$ cat src/common/alu_pkg.sv
`default_nettype none

package alu_pkg;

    // Q6.10 word
    localparam int INT_W  = 6;
    localparam int FRAC_W = 10;
    localparam int DATA_W = INT_W + FRAC_W;

    typedef logic signed [DATA_W-1:0] data_t;
    typedef logic        [DATA_W-1:0] count_t;    // loop counters

    // instruction codes, 4 and 8..15 have no operation
    typedef enum logic [3:0] {
        OP_ADD  = 4'd0,
        OP_SUB  = 4'd1,
        OP_MULT = 4'd2,
        OP_MAC  = 4'd3,
        OP_CLZ  = 4'd5,
        OP_LRCW = 4'd6,
        OP_LFSR = 4'd7
    } alu_op_e;

    typedef enum logic [2:0] {FX_ADD, FX_SUB, FX_MULT, FX_PASS_A, FX_ZERO} fx_op_e;

    typedef enum logic [2:0] {
        SRC_DATA_A, SRC_DATA_B, SRC_SAVED, SRC_RESULT, SRC_ROT_REG, SRC_LFSR_REG, SRC_COUNT
    } src_sel_e;

    typedef enum logic [3:0] {
        START, READY, WAIT, CALCULATE, MAC_ADD, CLZ_SCAN, LOAD_ROT,
        POPCOUNT, ROTATE, LOAD_LFSR, LFSR_SHIFT, FINISH
    } alu_state_e;

endpackage

`default_nettype wire

$ cat src/alu_datapath/alu_datapath.sv
`default_nettype none

module alu_datapath import alu_pkg::*; (
    input  wire      i_clk,
    input  wire      i_reset_n,
    input  data_t    i_data_a,
    input  data_t    i_data_b,
    input  fx_op_e   i_fx_op,
    input  src_sel_e i_src_a,
    input  src_sel_e i_src_b,
    input  wire      i_save_result,
    input  wire      i_save_saved,
    input  wire      i_load_rot,
    input  wire      i_load_lfsr,
    input  wire      i_rotate,
    input  wire      i_lfsr_step,
    input  wire      i_clr_count,
    input  wire      i_step_count,
    input  wire      i_step_popcount,
    output data_t    o_data,
    output logic     o_clz_more,
    output logic     o_pop_more,
    output logic     o_rot_more,
    output logic     o_lfsr_more
);

    localparam int IDX_W = $clog2(DATA_W);

    data_t  saved;
    data_t  rot_reg;     // GPR 0 in LRCW
    data_t  lfsr_reg;    // GPR 1 in LFSR
    count_t count;
    count_t pop_count;
    data_t  op_a, op_b;
    data_t  fx_result;
    logic [IDX_W-1:0] clz_idx;

    function automatic data_t pick_src(input src_sel_e sel);
        case (sel)
            SRC_DATA_A:   return i_data_a;
            SRC_DATA_B:   return i_data_b;
            SRC_SAVED:    return saved;
            SRC_RESULT:   return o_data;
            SRC_ROT_REG:  return rot_reg;
            SRC_LFSR_REG: return lfsr_reg;
            SRC_COUNT:    return data_t'(count);
            default:      return i_data_a;
        endcase
    endfunction

    always_comb begin
        op_a = pick_src(i_src_a);
        op_b = pick_src(i_src_b);
    end

    fx_arith_unit u_arith (
        .i_op     (i_fx_op),
        .i_a      (op_a),
        .i_b      (op_b),
        .o_result (fx_result)
    );

    always_ff @(posedge i_clk or negedge i_reset_n) begin
        if (!i_reset_n) begin
            o_data    <= '0;    // first MAC accumulates onto zero
            count     <= '0;
            pop_count <= '0;
        end else begin
            if (i_save_result) o_data <= fx_result;
            if (i_clr_count) begin
                count <= '0;
            end else if (i_step_count) begin
                count <= count + 1'b1;
            end
            if (i_load_rot) begin
                pop_count <= '0;    // new LRCW
            end else if (i_step_popcount && saved[count[IDX_W-1:0]]) begin
                pop_count <= pop_count + 1'b1;
            end
        end
    end

    always_ff @(posedge i_clk) begin
        if (i_save_saved) saved <= fx_result;
        if (i_load_rot) begin
            rot_reg <= fx_result;
        end else if (i_rotate) begin
            rot_reg <= {rot_reg[DATA_W-2:0], ~rot_reg[DATA_W-1]};
        end
        if (i_load_lfsr) begin
            lfsr_reg <= fx_result;
        end else if (i_lfsr_step) begin
            // taps 16,14,13,11
            lfsr_reg <= {lfsr_reg[DATA_W-2:0],
                         lfsr_reg[15] ^ lfsr_reg[13] ^ lfsr_reg[12] ^ lfsr_reg[10]};
        end
    end

    assign clz_idx     = IDX_W'(DATA_W - 1) - count[IDX_W-1:0];    // msb first
    assign o_pop_more  = count < count_t'(DATA_W);
    assign o_clz_more  = o_pop_more && !saved[clz_idx];
    assign o_rot_more  = count < pop_count;
    assign o_lfsr_more = count < count_t'(saved);

endmodule

`default_nettype wire

$ cat src/alu_datapath/fx_arith_unit.sv
`default_nettype none

module fx_arith_unit import alu_pkg::*; (
    input  fx_op_e i_op,
    input  data_t  i_a,
    input  data_t  i_b,
    output data_t  o_result
);

    localparam data_t SAT_MAX = {1'b0, {(DATA_W-1){1'b1}}};
    localparam data_t SAT_MIN = {1'b1, {(DATA_W-1){1'b0}}};
    localparam int    INT_MAX = 2**(INT_W-1) - 1;    // 31
    localparam int    INT_MIN = -(2**(INT_W-1));     // -32

    logic signed [2*DATA_W-1:0]          product;
    logic signed [2*(DATA_W-FRAC_W)-1:0] prod_int;    // integer part of Q12.20
    data_t                               prod_mid;
    data_t                               sum, diff;
    logic                                add_ovf, sub_ovf;

    assign product  = i_a * i_b;
    assign prod_int = product[2*DATA_W-1:2*FRAC_W];
    assign prod_mid = product[DATA_W+FRAC_W-1:FRAC_W];    // back to Q6.10

    assign sum  = i_a + i_b;
    assign diff = i_a - i_b;

    // same signs in, other sign out
    assign add_ovf = (i_a[DATA_W-1] == i_b[DATA_W-1]) && (sum[DATA_W-1] != i_a[DATA_W-1]);
    assign sub_ovf = (i_a[DATA_W-1] != i_b[DATA_W-1]) && (diff[DATA_W-1] != i_a[DATA_W-1]);

    always_comb begin
        o_result = '0;
        case (i_op)
            FX_ADD: begin
                if (add_ovf) begin
                    o_result = i_a[DATA_W-1] ? SAT_MIN : SAT_MAX;
                end else begin
                    o_result = sum;
                end
            end
            FX_SUB: begin
                if (sub_ovf) begin
                    o_result = i_a[DATA_W-1] ? SAT_MIN : SAT_MAX;
                end else begin
                    o_result = diff;
                end
            end
            FX_MULT: begin
                if (prod_int > INT_MAX) begin
                    o_result = SAT_MAX;
                end else if (prod_int < INT_MIN) begin
                    o_result = SAT_MIN;
                end else if (product[FRAC_W-1] && prod_mid != SAT_MAX) begin
                    o_result = prod_mid + data_t'(1);    // round half up
                end else begin
                    o_result = prod_mid;
                end
            end
            FX_PASS_A: o_result = i_a;
            FX_ZERO:   o_result = '0;
            default:   o_result = '0;
        endcase
    end

endmodule

`default_nettype wire

$ cat src/rtl/alu_control.sv
`default_nettype none

module alu_control import alu_pkg::*; (
    input  wire      i_clk,
    input  wire      i_reset_n,
    input  alu_op_e  i_inst,
    input  wire      i_clz_more,
    input  wire      i_pop_more,
    input  wire      i_rot_more,
    input  wire      i_lfsr_more,
    output logic     o_busy,
    output logic     o_valid,
    output fx_op_e   o_fx_op,
    output src_sel_e o_src_a,
    output src_sel_e o_src_b,
    output logic     o_save_result,
    output logic     o_save_saved,
    output logic     o_load_rot,
    output logic     o_load_lfsr,
    output logic     o_rotate,
    output logic     o_lfsr_step,
    output logic     o_clr_count,
    output logic     o_step_count,
    output logic     o_step_popcount
);

    alu_state_e state, state_nxt;

    always_ff @(posedge i_clk or negedge i_reset_n) begin
        if (!i_reset_n) begin
            state <= START;
        end else begin
            state <= state_nxt;
        end
    end

    always_comb begin
        state_nxt       = state;
        o_busy          = 1'b1;
        o_valid         = 1'b0;
        o_fx_op         = FX_PASS_A;
        o_src_a         = SRC_DATA_A;
        o_src_b         = SRC_DATA_B;
        o_save_result   = 1'b0;
        o_save_saved    = 1'b0;
        o_load_rot      = 1'b0;
        o_load_lfsr     = 1'b0;
        o_rotate        = 1'b0;
        o_lfsr_step     = 1'b0;
        o_clr_count     = 1'b0;
        o_step_count    = 1'b0;
        o_step_popcount = 1'b0;

        case (state)
            START: state_nxt = READY;
            READY: begin
                o_busy    = 1'b0;    // one cycle window for a new op
                state_nxt = WAIT;
            end
            WAIT:  state_nxt = CALCULATE;    // operands settle
            CALCULATE: begin
                state_nxt = FINISH;
                case (i_inst)
                    OP_ADD:  begin o_fx_op = FX_ADD;  o_save_result = 1'b1; end
                    OP_SUB:  begin o_fx_op = FX_SUB;  o_save_result = 1'b1; end
                    OP_MULT: begin o_fx_op = FX_MULT; o_save_result = 1'b1; end
                    OP_MAC: begin
                        o_fx_op      = FX_MULT;    // keep product, add next cycle
                        o_save_saved = 1'b1;
                        state_nxt    = MAC_ADD;
                    end
                    OP_CLZ: begin
                        o_save_saved = 1'b1;    // a to saved for the scan
                        o_clr_count  = 1'b1;
                        state_nxt    = CLZ_SCAN;
                    end
                    OP_LRCW: begin
                        o_save_saved = 1'b1;    // a is the popcount source
                        o_clr_count  = 1'b1;
                        state_nxt    = LOAD_ROT;
                    end
                    OP_LFSR: begin
                        o_src_a      = SRC_DATA_B;    // b is the step count
                        o_save_saved = 1'b1;
                        o_clr_count  = 1'b1;
                        state_nxt    = LOAD_LFSR;
                    end
                    default: begin
                        o_fx_op       = FX_ZERO;
                        o_save_result = 1'b1;
                    end
                endcase
            end
            MAC_ADD: begin
                o_fx_op       = FX_ADD;
                o_src_a       = SRC_SAVED;
                o_src_b       = SRC_RESULT;    // previous o_data
                o_save_result = 1'b1;
                state_nxt     = FINISH;
            end
            CLZ_SCAN: begin
                if (i_clz_more) begin
                    o_step_count = 1'b1;
                end else begin
                    o_src_a       = SRC_COUNT;
                    o_save_result = 1'b1;
                    state_nxt     = FINISH;
                end
            end
            LOAD_ROT: begin
                o_src_a    = SRC_DATA_B;
                o_load_rot = 1'b1;    // also clears the popcount
                state_nxt  = POPCOUNT;
            end
            POPCOUNT: begin
                if (i_pop_more) begin
                    o_step_count    = 1'b1;
                    o_step_popcount = 1'b1;
                end else begin
                    o_clr_count = 1'b1;    // reuse step counter for rotates
                    state_nxt   = ROTATE;
                end
            end
            ROTATE: begin
                if (i_rot_more) begin
                    o_rotate     = 1'b1;
                    o_step_count = 1'b1;
                end else begin
                    o_src_a       = SRC_ROT_REG;
                    o_save_result = 1'b1;
                    state_nxt     = FINISH;
                end
            end
            LOAD_LFSR: begin
                o_load_lfsr = 1'b1;    // seed from a
                state_nxt   = LFSR_SHIFT;
            end
            LFSR_SHIFT: begin
                if (i_lfsr_more) begin
                    o_lfsr_step  = 1'b1;
                    o_step_count = 1'b1;
                end else begin
                    o_src_a       = SRC_LFSR_REG;
                    o_save_result = 1'b1;
                    state_nxt     = FINISH;
                end
            end
            FINISH: begin
                o_valid   = 1'b1;
                state_nxt = READY;
            end
            default: state_nxt = START;
        endcase
    end

endmodule

`default_nettype wire

$ cat src/rtl/alu_top.sv
`default_nettype none

module alu_top import alu_pkg::*; (
    input  wire     i_clk,
    input  wire     i_reset_n,
    input  alu_op_e i_inst,
    input  data_t   i_data_a,
    input  data_t   i_data_b,
    output logic    o_valid,
    output logic    o_busy,
    output data_t   o_data
);

    // control to datapath strobes
    fx_op_e   fx_op;
    src_sel_e src_a;
    src_sel_e src_b;
    logic     save_result;
    logic     save_saved;
    logic     load_rot;
    logic     load_lfsr;
    logic     rotate;
    logic     lfsr_step;
    logic     clr_count;
    logic     step_count;
    logic     step_popcount;

    // loop status back to control
    logic     clz_more;
    logic     pop_more;
    logic     rot_more;
    logic     lfsr_more;

    alu_control u_control (
        .i_clk           (i_clk),
        .i_reset_n       (i_reset_n),
        .i_inst          (i_inst),
        .i_clz_more      (clz_more),
        .i_pop_more      (pop_more),
        .i_rot_more      (rot_more),
        .i_lfsr_more     (lfsr_more),
        .o_busy          (o_busy),
        .o_valid         (o_valid),
        .o_fx_op         (fx_op),
        .o_src_a         (src_a),
        .o_src_b         (src_b),
        .o_save_result   (save_result),
        .o_save_saved    (save_saved),
        .o_load_rot      (load_rot),
        .o_load_lfsr     (load_lfsr),
        .o_rotate        (rotate),
        .o_lfsr_step     (lfsr_step),
        .o_clr_count     (clr_count),
        .o_step_count    (step_count),
        .o_step_popcount (step_popcount)
    );

    alu_datapath u_datapath (
        .i_clk           (i_clk),
        .i_reset_n       (i_reset_n),
        .i_data_a        (i_data_a),
        .i_data_b        (i_data_b),
        .i_fx_op         (fx_op),
        .i_src_a         (src_a),
        .i_src_b         (src_b),
        .i_save_result   (save_result),
        .i_save_saved    (save_saved),
        .i_load_rot      (load_rot),
        .i_load_lfsr     (load_lfsr),
        .i_rotate        (rotate),
        .i_lfsr_step     (lfsr_step),
        .i_clr_count     (clr_count),
        .i_step_count    (step_count),
        .i_step_popcount (step_popcount),
        .o_data          (o_data),
        .o_clz_more      (clz_more),
        .o_pop_more      (pop_more),
        .o_rot_more      (rot_more),
        .o_lfsr_more     (lfsr_more)
    );

endmodule

`default_nettype wire

$ cat config.mk
export PLATFORM = sky130hd
export DESIGN_NAME = alu_top
export DESIGN_NICKNAME = d
export VERILOG_FILES = /design/src/common/alu_pkg.sv /design/src/alu_datapath/alu_datapath.sv /design/src/alu_datapath/fx_arith_unit.sv /design/src/rtl/alu_control.sv /design/src/rtl/alu_top.sv
export SDC_FILE = /design/constraint.sdc
export NUM_CORES = 1
export LEC_CHECK = 0
export BUFFER_PORTS_ARGS = -buffer_cell sky130_fd_sc_hd__buf_2
export CORE_MARGIN = 3
export CORE_UTILIZATION = 40
export DETAILED_ROUTE_END_ITERATION = 8
export GPL_TIMING_DRIVEN = 0
export PLACE_DENSITY = 0.63
export SLEW_MARGIN = 0
export SYNTH_ARGS = -nofsm -noshare
export SYNTH_HDL_FRONTEND = slang
export SYNTH_HIERARCHICAL = 1
export SYNTH_SLANG_ARGS = --single-unit
$ cat constraint.sdc
create_clock -name i_clk -period 12.2 [get_ports i_clk]
set_clock_uncertainty 0.05 [all_clocks]
set_input_delay 0 -clock i_clk [delete_from_list [all_inputs] [get_ports i_clk]]
set_output_delay 0 -clock i_clk [all_outputs]
set_load 0.01 [all_outputs]
======== After elaboration in Yosys (flattened, before gate mapping) ========
Cells that the tools add are included.
word-level totals
  word-level logic and storage cells ...... 141
  bits in registers ....................... 100
  output and inout port bits .............. 18
  input port bits ......................... 38
operators by class
  multipliers ............................. 1
  reduce and logical (&&, ||, !) cells .... 18
  bitwise operators ....................... 4
  eq/ne operators ......................... 41
  $add $sub $neg .......................... 6
  muxes and demuxes ....................... 57
  order comparisons ....................... 7
operators by type and width
  operator               count
  $mux 16                14
  $pmux 16 s6            2
  $pmux 16 s4            1
  $pmux 4 s11            1
  $add 16x1->16 const B  2
  $lt 16x16->1           2
  $mul 16x16->32         1
  $eq 4x3->1 const B     7
  $mux 1                 22
  $pmux 3 s6             1
  $add 16x16->16         1
  $add 16x2->16 const B  1
  $eq 4x2->1 const B     4
  $eq 4x4->1 const B     4
  $lt 16x5->1 const B    1
  $mux 4                 4
  $ne 16x16->1 const B   1
  $pmux 4 s4             1
  $sub 16x16->16         1
  $eq 3x2->1 const B     4
  $gt 12x6->1 const B    1
  $lt 12x6->1 const B    1
  $pmux 3 s4             1
  $lt 4x5->1 const B     2
  28 further kinds       54

======== Logic depth before layout (Yosys ltp) ========
Gate-level depths: netlist of the first run.
  depth in word-level cells ............... 17
  mapped depth ............................ 47

======== Modules after synthesis ========
Netlist of the first run, hierarchy kept.
modules (own cells, without submodules)
  module         times used  seq. area each (µm²)  cells an instance  area an instance (µm²)
  fx_arith_unit  1           0.0                   1478               12436.9
  alu_datapath   1           2642.5                669                6995.5
  alu_control    1           100.1                 88                 620.6

======== Least setup slack after synthesis of the first run ========
Ideal clock, no wire load.
  kind .................................... register -> register
  from .................................... register u_datapath.count[0]
  to ...................................... register u_datapath.rot_reg[1] (data pin)
  path slack .............................. 1257 ps
  arrival ................................. 10633 ps
  library setup time ...................... 260 ps
  period minus slack after synthesis ...... 10943 ps
  cell stages (with the launch flop) ...... 40
  buffers on the path ..................... 7
  data required time ...................... 11890 ps
  cell sequence ........................... dfrtp_1 > buf_6 > buf_2 > mux4_2 > mux4_2 > nor2b_1 > o22ai_2 > o21a_2 > clkbuf_1 > buf_1 > mux2i_1 > nor2_1 > a21oi_1 > o21ai_0 > clkbuf_1 > buf_1 > nand2_1 > fa_1 > [4 not listed] > fa_1 > inv_1 > fa_1 > inv_1 > ha_1 > clkbuf_1 > nand2_1 > o21ai_1 > o2111ai_1 > a21o_1 > a211oi_1 > nand3b_1 > a2111o_1 > o21ai_2 > mux2_2 > o21ai_0 > nand4_1 > mux2_2
between the ends
  word-level cells in the longest chain between the ends .. 17
RTL lines
  what                                                    RTL line             RTL
  start, declared                                         alu_datapath.sv:32   count_t count;
  start signal, assigned                                  alu_datapath.sv:73   count <= count + 1'b1;
  $sub 4x4->4                                             alu_datapath.sv:99   assign clz_idx = IDX_W'(DATA_W - 1) - count[IDX_W-1:0];
  $bmux 1 s4                                              alu_datapath.sv:101  assign o_clz_more = o_pop_more && !saved[clz_idx];
  $mux 1 (not written as such)                            alu_datapath.sv:101
  $logic_not 1->1                                         alu_datapath.sv:101
  $logic_and 1x1->1 (*)                                   alu_datapath.sv:101
  net clz_more                                            alu_top.sv:29        logic clz_more;
  $mux 3 (*)                                              alu_control.sv:102   if (i_clz_more) begin
  $pmux 3 s6 (*)                                          alu_control.sv:54    case (state)
  net src_a[2]                                            alu_top.sv:16        src_sel_e src_a;
  $eq 3x3->1, or another cell as far along                alu_datapath.sv:39   case (sel)
  $pmux 16 s6 (*)                                         alu_datapath.sv:39
  net u_datapath.op_a[15]                                 alu_datapath.sv:34   data_t op_a, op_b;
  branches (longest 6 deep; another with $mul 16x16->32)  -
  $pmux 16 s4 (*)                                         fx_arith_unit.sv:34  case (i_op)
  net u_datapath.fx_result[1]                             alu_datapath.sv:35   data_t fx_result;
  $mux 16 (*)                                             alu_datapath.sv:85   if (i_load_rot) begin
  end signal, assigned                                    alu_datapath.sv:86   rot_reg <= fx_result;
  end signal, assigned                                    alu_datapath.sv:88   rot_reg <= {rot_reg[DATA_W-2:0], ~rot_reg[DATA_W-1]};
  end, declared                                           alu_datapath.sv:30   data_t rot_reg;
Mark *: on every way through the listed nets, which the timed path passes. The select of a mux whose other input is x is not followed.
A chain may end at the register's enable or synchronous reset.

======== Final worst setup path of the first run ========
  from .................................... register u_datapath.count[10]
  to ...................................... register u_datapath.lfsr_reg[1] (data pin)
RTL lines
  what                                                    RTL line             RTL
  $lt 16x16->1 (*)                                        alu_datapath.sv:103  assign o_lfsr_more = count < count_t'(saved);
  net lfsr_more                                           alu_top.sv:32        logic lfsr_more;
  $mux 3 (*)                                              alu_control.sv:139   if (i_lfsr_more) begin
  $pmux 3 s6 (*)                                          alu_control.sv:54
  net src_a[0]                                            alu_top.sv:16
  $eq 3x3->1, or another cell as far along                alu_datapath.sv:39
  $pmux 16 s6 (*)                                         alu_datapath.sv:39
  net u_datapath.op_a[8]                                  alu_datapath.sv:34
  branches (longest 6 deep; another with $mul 16x16->32)  -
  $pmux 16 s4 (*)                                         fx_arith_unit.sv:34
  net u_datapath.fx_result[1]                             alu_datapath.sv:35
  $mux 16 (*)                                             alu_datapath.sv:90   if (i_load_lfsr) begin
  end signal, assigned                                    alu_datapath.sv:91   lfsr_reg <= fx_result;
  end signal, assigned                                    alu_datapath.sv:94   lfsr_reg <= {lfsr_reg[DATA_W-2:0],
  end, declared                                           alu_datapath.sv:31   data_t lfsr_reg;
Mark *: on every way through the listed nets, which the timed path passes.

==> impl_metrics.tcl, run 1 <==
set metrics [dict create \
    cts_buffers 9 \
    arrival_ns 12.00 \
    insertion_delay_ns 0.36 \
    crit_family "adder cells" \
    worstSetupEndpointType "flop" \
    dp.cells 2956 \
    worstPathRequired_ns 12.27 \
    netlist_instances 2235 \
    top_layer "met4" \
    cpPeakStageDelay_ns 0.62 \
    wl_met1_um 27700 \
    ys_top_cells_by_area "fa_1 (26%), ha_1 (8.9%), edfxtp_1 (7.2%)" \
    hpwlAfterDp_um 54900 \
    cp-start-kind "flop" \
    slew_headroom_pct 27.2 \
    synth_top_area_share_pct 26.4 \
    die_x_um 230 \
    crit_top_cell "fa_1" \
    worstMarginPinSlew_ns 1.09 \
    antenna_cells 0 \
    totalWireLength_um 67400 \
    async_reset_ff_share_pct 52.0 \
    clock_sinks 100 \
    wl_met2_um 30600 \
    drc 0 \
    drive_gt1_share_pct 13.0 \
    path_clk_slew_ns 0.07 \
    cts_tree "yes" \
    die_area_sq_mm 0.0529 \
    path_max_fanout 10 \
    pin_count 56 \
    syn-num-nets 2680 \
    fin_crit_sh_pct 97.8 \
    wire_per_inst_um 22.6 \
    yosys.area.top_type "fa_1" \
    wl_met3_um 5380 \
    numPortBuffers 53 \
    detail-route-antenna-nets 0 \
    die_h_um 230 \
    hold_violations 0 \
    grt_pass1_wl_um 103000 \
    avgViaCountPerCell 5.83 \
    cts_root_buf "clkbuf_16" \
    crit_slowest_cell "dfrtp_1" \
    hold_class "primary input to flop" \
    period_needed_ns 11.93 \
    status "finished, final reports clean" \
    drt_iter0_drc 1464 \
    fillers 4907 \
    fin_tns_setup_ns 0 \
    grt.overflow.total 0 \
    ys.flop_type "dfrtp_1" \
    cp_num_buf_inv 6 \
    synth_edf_count 48 \
    final_nets 2755 \
    drv_slew 0 \
    ys_seq_area_share_pct 13.7 \
    yosys_warnings 6 \
    path_class "flop to flop" \
    max_cap_violations 0 \
    initial_core_util_pct 40.7 \
    area_growth_pct 9.05 \
    clk_path_buf_depth 2 \
    gp_congestion 1.03 \
    vias 17400 \
    yosysUniqueCellTypes 99 \
    rows 81 \
    track_usage_pct 25.3 \
    grt_max_degree 53 \
    stdcell_count 2979 \
    grt_antenna_before_repair 0 \
    synth_area_sq_mm 0.0201 \
    htree_levels 3 \
    core-area_sq_mm 0.0493 \
    dr.pass1.iters 5 \
    setup_viol 0 \
    fmax_mhz 83.8 \
    synth.avg_cell_area_sq_um 8.97 \
    ys_ff_latch 100 \
    rsz0062_at_grt "no" \
    grt_pass1_vias 17400 \
]
-- metal layers --
layer  global-route usage (%)  vias to the layer above
met1                     33.8                     8719
met3                     3.87                      203
met4                     10.6                        0
met5                        0                        -
li1                         -                     7638
met2                     41.1                      817
-- logic make-up (layout without fill, tap and decap cells) --
family,Yosys count,after routing,share of synthesized area [%]
simple gates,645,645,16.2
buf+inv,475,555,9.33
fa+ha+maj,407,407,35.3
compound gates,399,399,14.2
mux,117,117,7.39
flops,100,100,13.7
xor+xnor,90,90,3.97
other cells,2,2,0.0375
-- per-stage QoR --
step	hold WS [ns]	instance area (sq um)	utilization [%]	worst slack, ns
floorplan	-0.346	20100	-	1.26
global placement	0.231	21100	42.9	-2.63
detailed placement	0.246	21200	43.0	-2.73
CTS	0.0149	21700	44.1	0.0101
global route	0.0327	21900	44.4	0.00648
finish	0.0272	21900	44.4	0.269
-- layout make-up --
class	instances	area (sq um)	area share [%]
buffer	109	542	2.48
timing repair buffer	67	394	1.80
multi-input combinational	1660	15700	71.8
clock inverter	5	40.0	0.183
inverter	363	1360	6.23
clock buffer	11	246	1.13
sequential	100	2750	12.6
tap	664	831	3.80
-- layout by cell type, fill, tap and decap left out, types with 10 or more instances in the layout --
| cell | instances |
|---|---|
| buf_4 | 14 |
| ha_1 | 142 |
| inv_1 | 362 |
| edfxtp_1 | 48 |
| xor2_1 | 24 |
| and2_1 | 105 |
| nand2b_1 | 10 |
| mux2_2 | 73 |
| a22oi_1 | 33 |
| nor2b_1 | 25 |
| nor3_1 | 27 |
| o211ai_1 | 16 |
| clkbuf_2 | 14 |
| a22o_1 | 10 |
| a221oi_1 | 14 |
| mux4_2 | 15 |
| o21ai_0 | 62 |
| nand4_1 | 21 |
| xnor2_1 | 59 |
| dfrtp_1 | 50 |
| a211o_1 | 11 |
| fa_1 | 263 |
| nor2_1 | 117 |
| a221o_1 | 12 |
| a21oi_1 | 85 |
| a21o_1 | 28 |
| nand3_1 | 33 |
| nand2_1 | 213 |
| clkbuf_1 | 53 |
| or3_1 | 18 |
| a211oi_1 | 11 |
| buf_2 | 73 |
| mux2i_1 | 27 |
-- cells in the mapped netlist (36+ instances only) --
library cell	number
a21oi_1	89
and2_1	105
clkbuf_1	72
dfrtp_1	52
edfxtp_1	48
fa_1	264
ha_1	143
inv_1	363
mux2_2	73
nand2_1	213
nand3_1	36
nor2_1	123
o21ai_0	69
xnor2_1	62
-- final timing paths --
kind / start / end / slack, ns / cells past startpoint
worst max register to register: u_datapath/count[10] / u_datapath/lfsr_reg[1] / 0.27 / 38
min in group asynchronous: i_reset_n / u_datapath/pop_count[13] / 0.19 / 2
worst min-delay path: i_inst[2] / u_control/state[3] / 0.03 / 3
worst min register to register: u_datapath/pop_count[7] / u_datapath/pop_count[7] / 0.51 / 2
worst max-delay path: u_datapath/count[10] / u_datapath/lfsr_reg[1] / 0.27 / 38
max in group asynchronous: i_reset_n / u_datapath/count[1] / 11.37 / 2
-- worst register-to-register path, delay by kind of cell, from the launching register on --
| family | cells | cell delay (ns) |
|---|---|---|
| adder cells (fa/ha/maj) | 8 | 3.71 |
| multiplexers | 2 | 0.76 |
| AND/OR/NAND/NOR | 11 | 2.85 |
| flip-flops | 1 | 0.62 |
| buffers and inverters | 6 | 0.76 |
| AO/OA/AOI/OAI | 11 | 2.91 |
-- what timing repair did --
item	4_1_cts	5_1_grt
pin swaps	4	5
endpoints found under the setup margin	64	64
hold buffers	4	0
gates resized for setup	52	49
setup buffers	3	3
hold endpoints to repair	54	0
Power of run 1 is left out: the tool's default activity adds up to more than one toggle a clock period on the data nets, which glitch-free logic cannot reach.
==> run 2: changes to the inputs <==
--- a/config.mk
+++ b/config.mk
@@ -5,6 +5,7 @@
 export SDC_FILE = /design/constraint.sdc
 export NUM_CORES = 1
 export LEC_CHECK = 0
+export ABC_AREA = 1
 export BUFFER_PORTS_ARGS = -buffer_cell sky130_fd_sc_hd__buf_2
 export CORE_MARGIN = 3
 export CORE_UTILIZATION = 40
==> run 2 against run 1 <==
  * Register-to-register slack better by 0.30 ns
  * Critical path depth is 8 higher
  * Non-clock buffer count is 5 lower
==> impl_metrics.tcl, run 2 <==
set metrics [dict create \
    status "finished, final reports clean" \
    yosys.area.top_type "fa_1" \
    cts_tree "yes" \
    async_reset_ff_share_pct 52.0 \
    syn-num-nets 3447 \
    track_usage_pct 25.9 \
    r2r_end "u_datapath/rot_reg[0]" \
    slew_headroom_pct 13.0 \
    yosys_warnings 6 \
    grt_use_met2_pct 40.0 \
    fillers 5482 \
    post_cts_buffers 0 \
    fin_util_pct 43.7 \
    synth_area_sq_mm 0.0211 \
    netlist_instances 3002 \
    min-delay-start "i_inst[3]" \
    holdPathEnd "u_control/state[1]" \
    die_x_um 236 \
    final_cell_mix "nand2_1 (754), inv_1 (687), fa_1 (263)" \
    drt_iter0_drc 2201 \
    reg2reg_setup_slack_ns 0.57 \
    area_growth_pct 7.19 \
    detail-route-antenna-nets 0 \
    insertion_delay_ns 0.37 \
    synth_edf_count 48 \
    clock_sinks 100 \
    hold_class "primary input to flop" \
    rows 83 \
    hold_violations 0 \
    synth.avg_cell_area_sq_um 7.02 \
    whs_path_depth 6 \
    yosys-top-cells-count "nand2_1 (754), inv_1 (687), fa_1 (264)" \
    register_area_sq_mm 0.00274 \
    dr.pass1.iters 6 \
    pin_count 56 \
    die_h_um 236 \
    top_usage_layer "met2" \
    avgViaCountPerCell 5.35 \
    arrival_ns 11.68 \
    final_nets 3517 \
    fin_crit_sh_pct 95.3 \
    hpwlAfterDp_um 60600 \
    core-area_sq_mm 0.0517 \
    ys.flop_type "dfrtp_1" \
    gr-usage-met1_pct 37.5 \
    cts_root_buf "clkbuf_16" \
    grt_antenna_before_repair 1 \
    drc 0 \
    grt_pass1_vias 18900 \
    grt_pass1_wl_um 112000 \
    r2r_cells 46 \
    initial_core_util_pct 40.8 \
    crit_slowest_cell "o2111ai_1" \
    yosysMostFrequentCell "nand2_1" \
    drv_slew 0 \
    worstSetupEndpointType "flop" \
    ys_seq_area_share_pct 13.0 \
    grt.overflow.total 0 \
    vias 20100 \
    multi_input_area_sq_mm 0.0152 \
    htree_levels 3 \
    totalWireLength_um 72400 \
    antenna_cells 0 \
    cts_buffers 9 \
    period_needed_ns 11.63 \
    setup_viol 0 \
    worstPathRequired_ns 12.25 \
    ys_top_cells_by_area "fa_1 (25%), nand2_1 (13%), inv_1 (12%)" \
    path_clk_slew_ns 0.07 \
    fmax_mhz 86.0 \
    wire_per_inst_um 19.3 \
    worstMarginPinSlew_ns 1.29 \
    r2r-start "u_datapath/pop_count[13]" \
    numPortBuffers 55 \
    path_class "flop to flop" \
    final_common_cell "nand2_1" \
    grt_max_degree 53 \
    crit_top_cell "nand2_1" \
    max_cap_violations 0 \
    cp-start-kind "flop" \
    cpPeakStageDelay_ns 0.63 \
    die_area_sq_mm 0.0555 \
    drive_gt1_share_pct 7.38 \
    ys_ff_latch 100 \
    clk_path_buf_depth 2 \
    gp_congestion 1.04 \
    synth_top_area_share_pct 25.1 \
    grtUsageMet3_pct 4.33 \
    path_max_fanout 10 \
    fin_tns_setup_ns 0 \
    yosysUniqueCellTypes 58 \
]
[run 2: changes by cell type after synthesis, moves of 27 or more]
cell     previous run  this run
a22oi_1            33         4
a21oi_1            89       139
o22ai_1             5        41
inv_1             363       687
nor2_1            123       163
o21ai_0            69       115
nand2_2             0        39
nand2_1           213       754
nand3_1            36       146
xnor2_1            62        11
mux2_2             73         0
mux2i_1            27         0
nand4_1            21        52
and2_1            105         0
[run 2: metrics by stage]
| stage | area, sq um | hold WS [ns] | cells | setup WS (ns) |
|---|---|---|---|---|
| 3_3_place_gp | 22200 | 0.291 | 3737 | 0.234 |
| 2_1_floorplan | 21100 | -0.346 | 3002 | 3.06 |
| 5_1_grt | 22600 | 0.0886 | 3757 | -0.000441 |
| 3_5_place_dp | 22200 | 0.298 | 3738 | 0.159 |
| 4_1_cts | 22600 | 0.0541 | 3757 | 0.120 |
| 6_report | 22600 | 0.0753 | 3757 | 0.572 |
[run 2: metal layers]
metal,vias to the layer above,share of wire (%)
met1,9646,43
met5,-,0.030
met4,2,3.2
met2,941,44
li1,9408,-
met3,120,9.4
[run 2: worst max path at each step]
stage                     cells past startpoint                      to  slack [ns]                      from
after floorplan                              47  u_datapath/rot_reg[14]        3.06  u_datapath/pop_count[13]
after global placement                       48   u_datapath/rot_reg[0]        0.23  u_datapath/pop_count[13]
after detailed placement                     46   u_datapath/rot_reg[0]        0.16  u_datapath/pop_count[13]
after CTS                                    49   u_datapath/rot_reg[8]        0.12  u_datapath/pop_count[13]
after global routing                         46   u_datapath/rot_reg[0]     -0.0004  u_datapath/pop_count[13]
final                                        46   u_datapath/rot_reg[0]        0.57  u_datapath/pop_count[13]
[run 2: critical path, delay by kind of cell (launching register included)]
kind / cells / cell delay, ns
compound gates: 9 / 2.44
simple gates: 19 / 2.67
fa+ha+maj: 8 / 3.68
flops: 1 / 0.42
buf+inv: 10 / 2.04
[run 2: repair_timing]
item / CTS / global route
hold endpoints to repair: 53 / 0
endpoints found under the setup margin: 0 / 64
hold buffers: 3 / 0
gates resized for setup: 0 / 17
[run 2: area by class of cell]
cell class                 instances  area share (%)
sequential                       100            12.1
clock inverter                     7           0.321
tap                              680            3.76
buffer                           112            2.36
inverter                         707            11.8
timing repair buffer              59            1.43
clock buffer                       9           0.997
multi-input combinational       2083            67.2
[run 2: cells by family after synthesis]
kind of cell	after synthesis	share of synthesized area [%]
AND/OR/NAND/NOR	1249	26.0
flip-flops	100	13.0
buffers and inverters	819	15.1
AO/OA/AOI/OAI	384	10.6
other	2	0.0356
XOR/XNOR	41	1.70
adder cells (fa/ha/maj)	407	33.6
Power of run 2 is left out for the same reason.
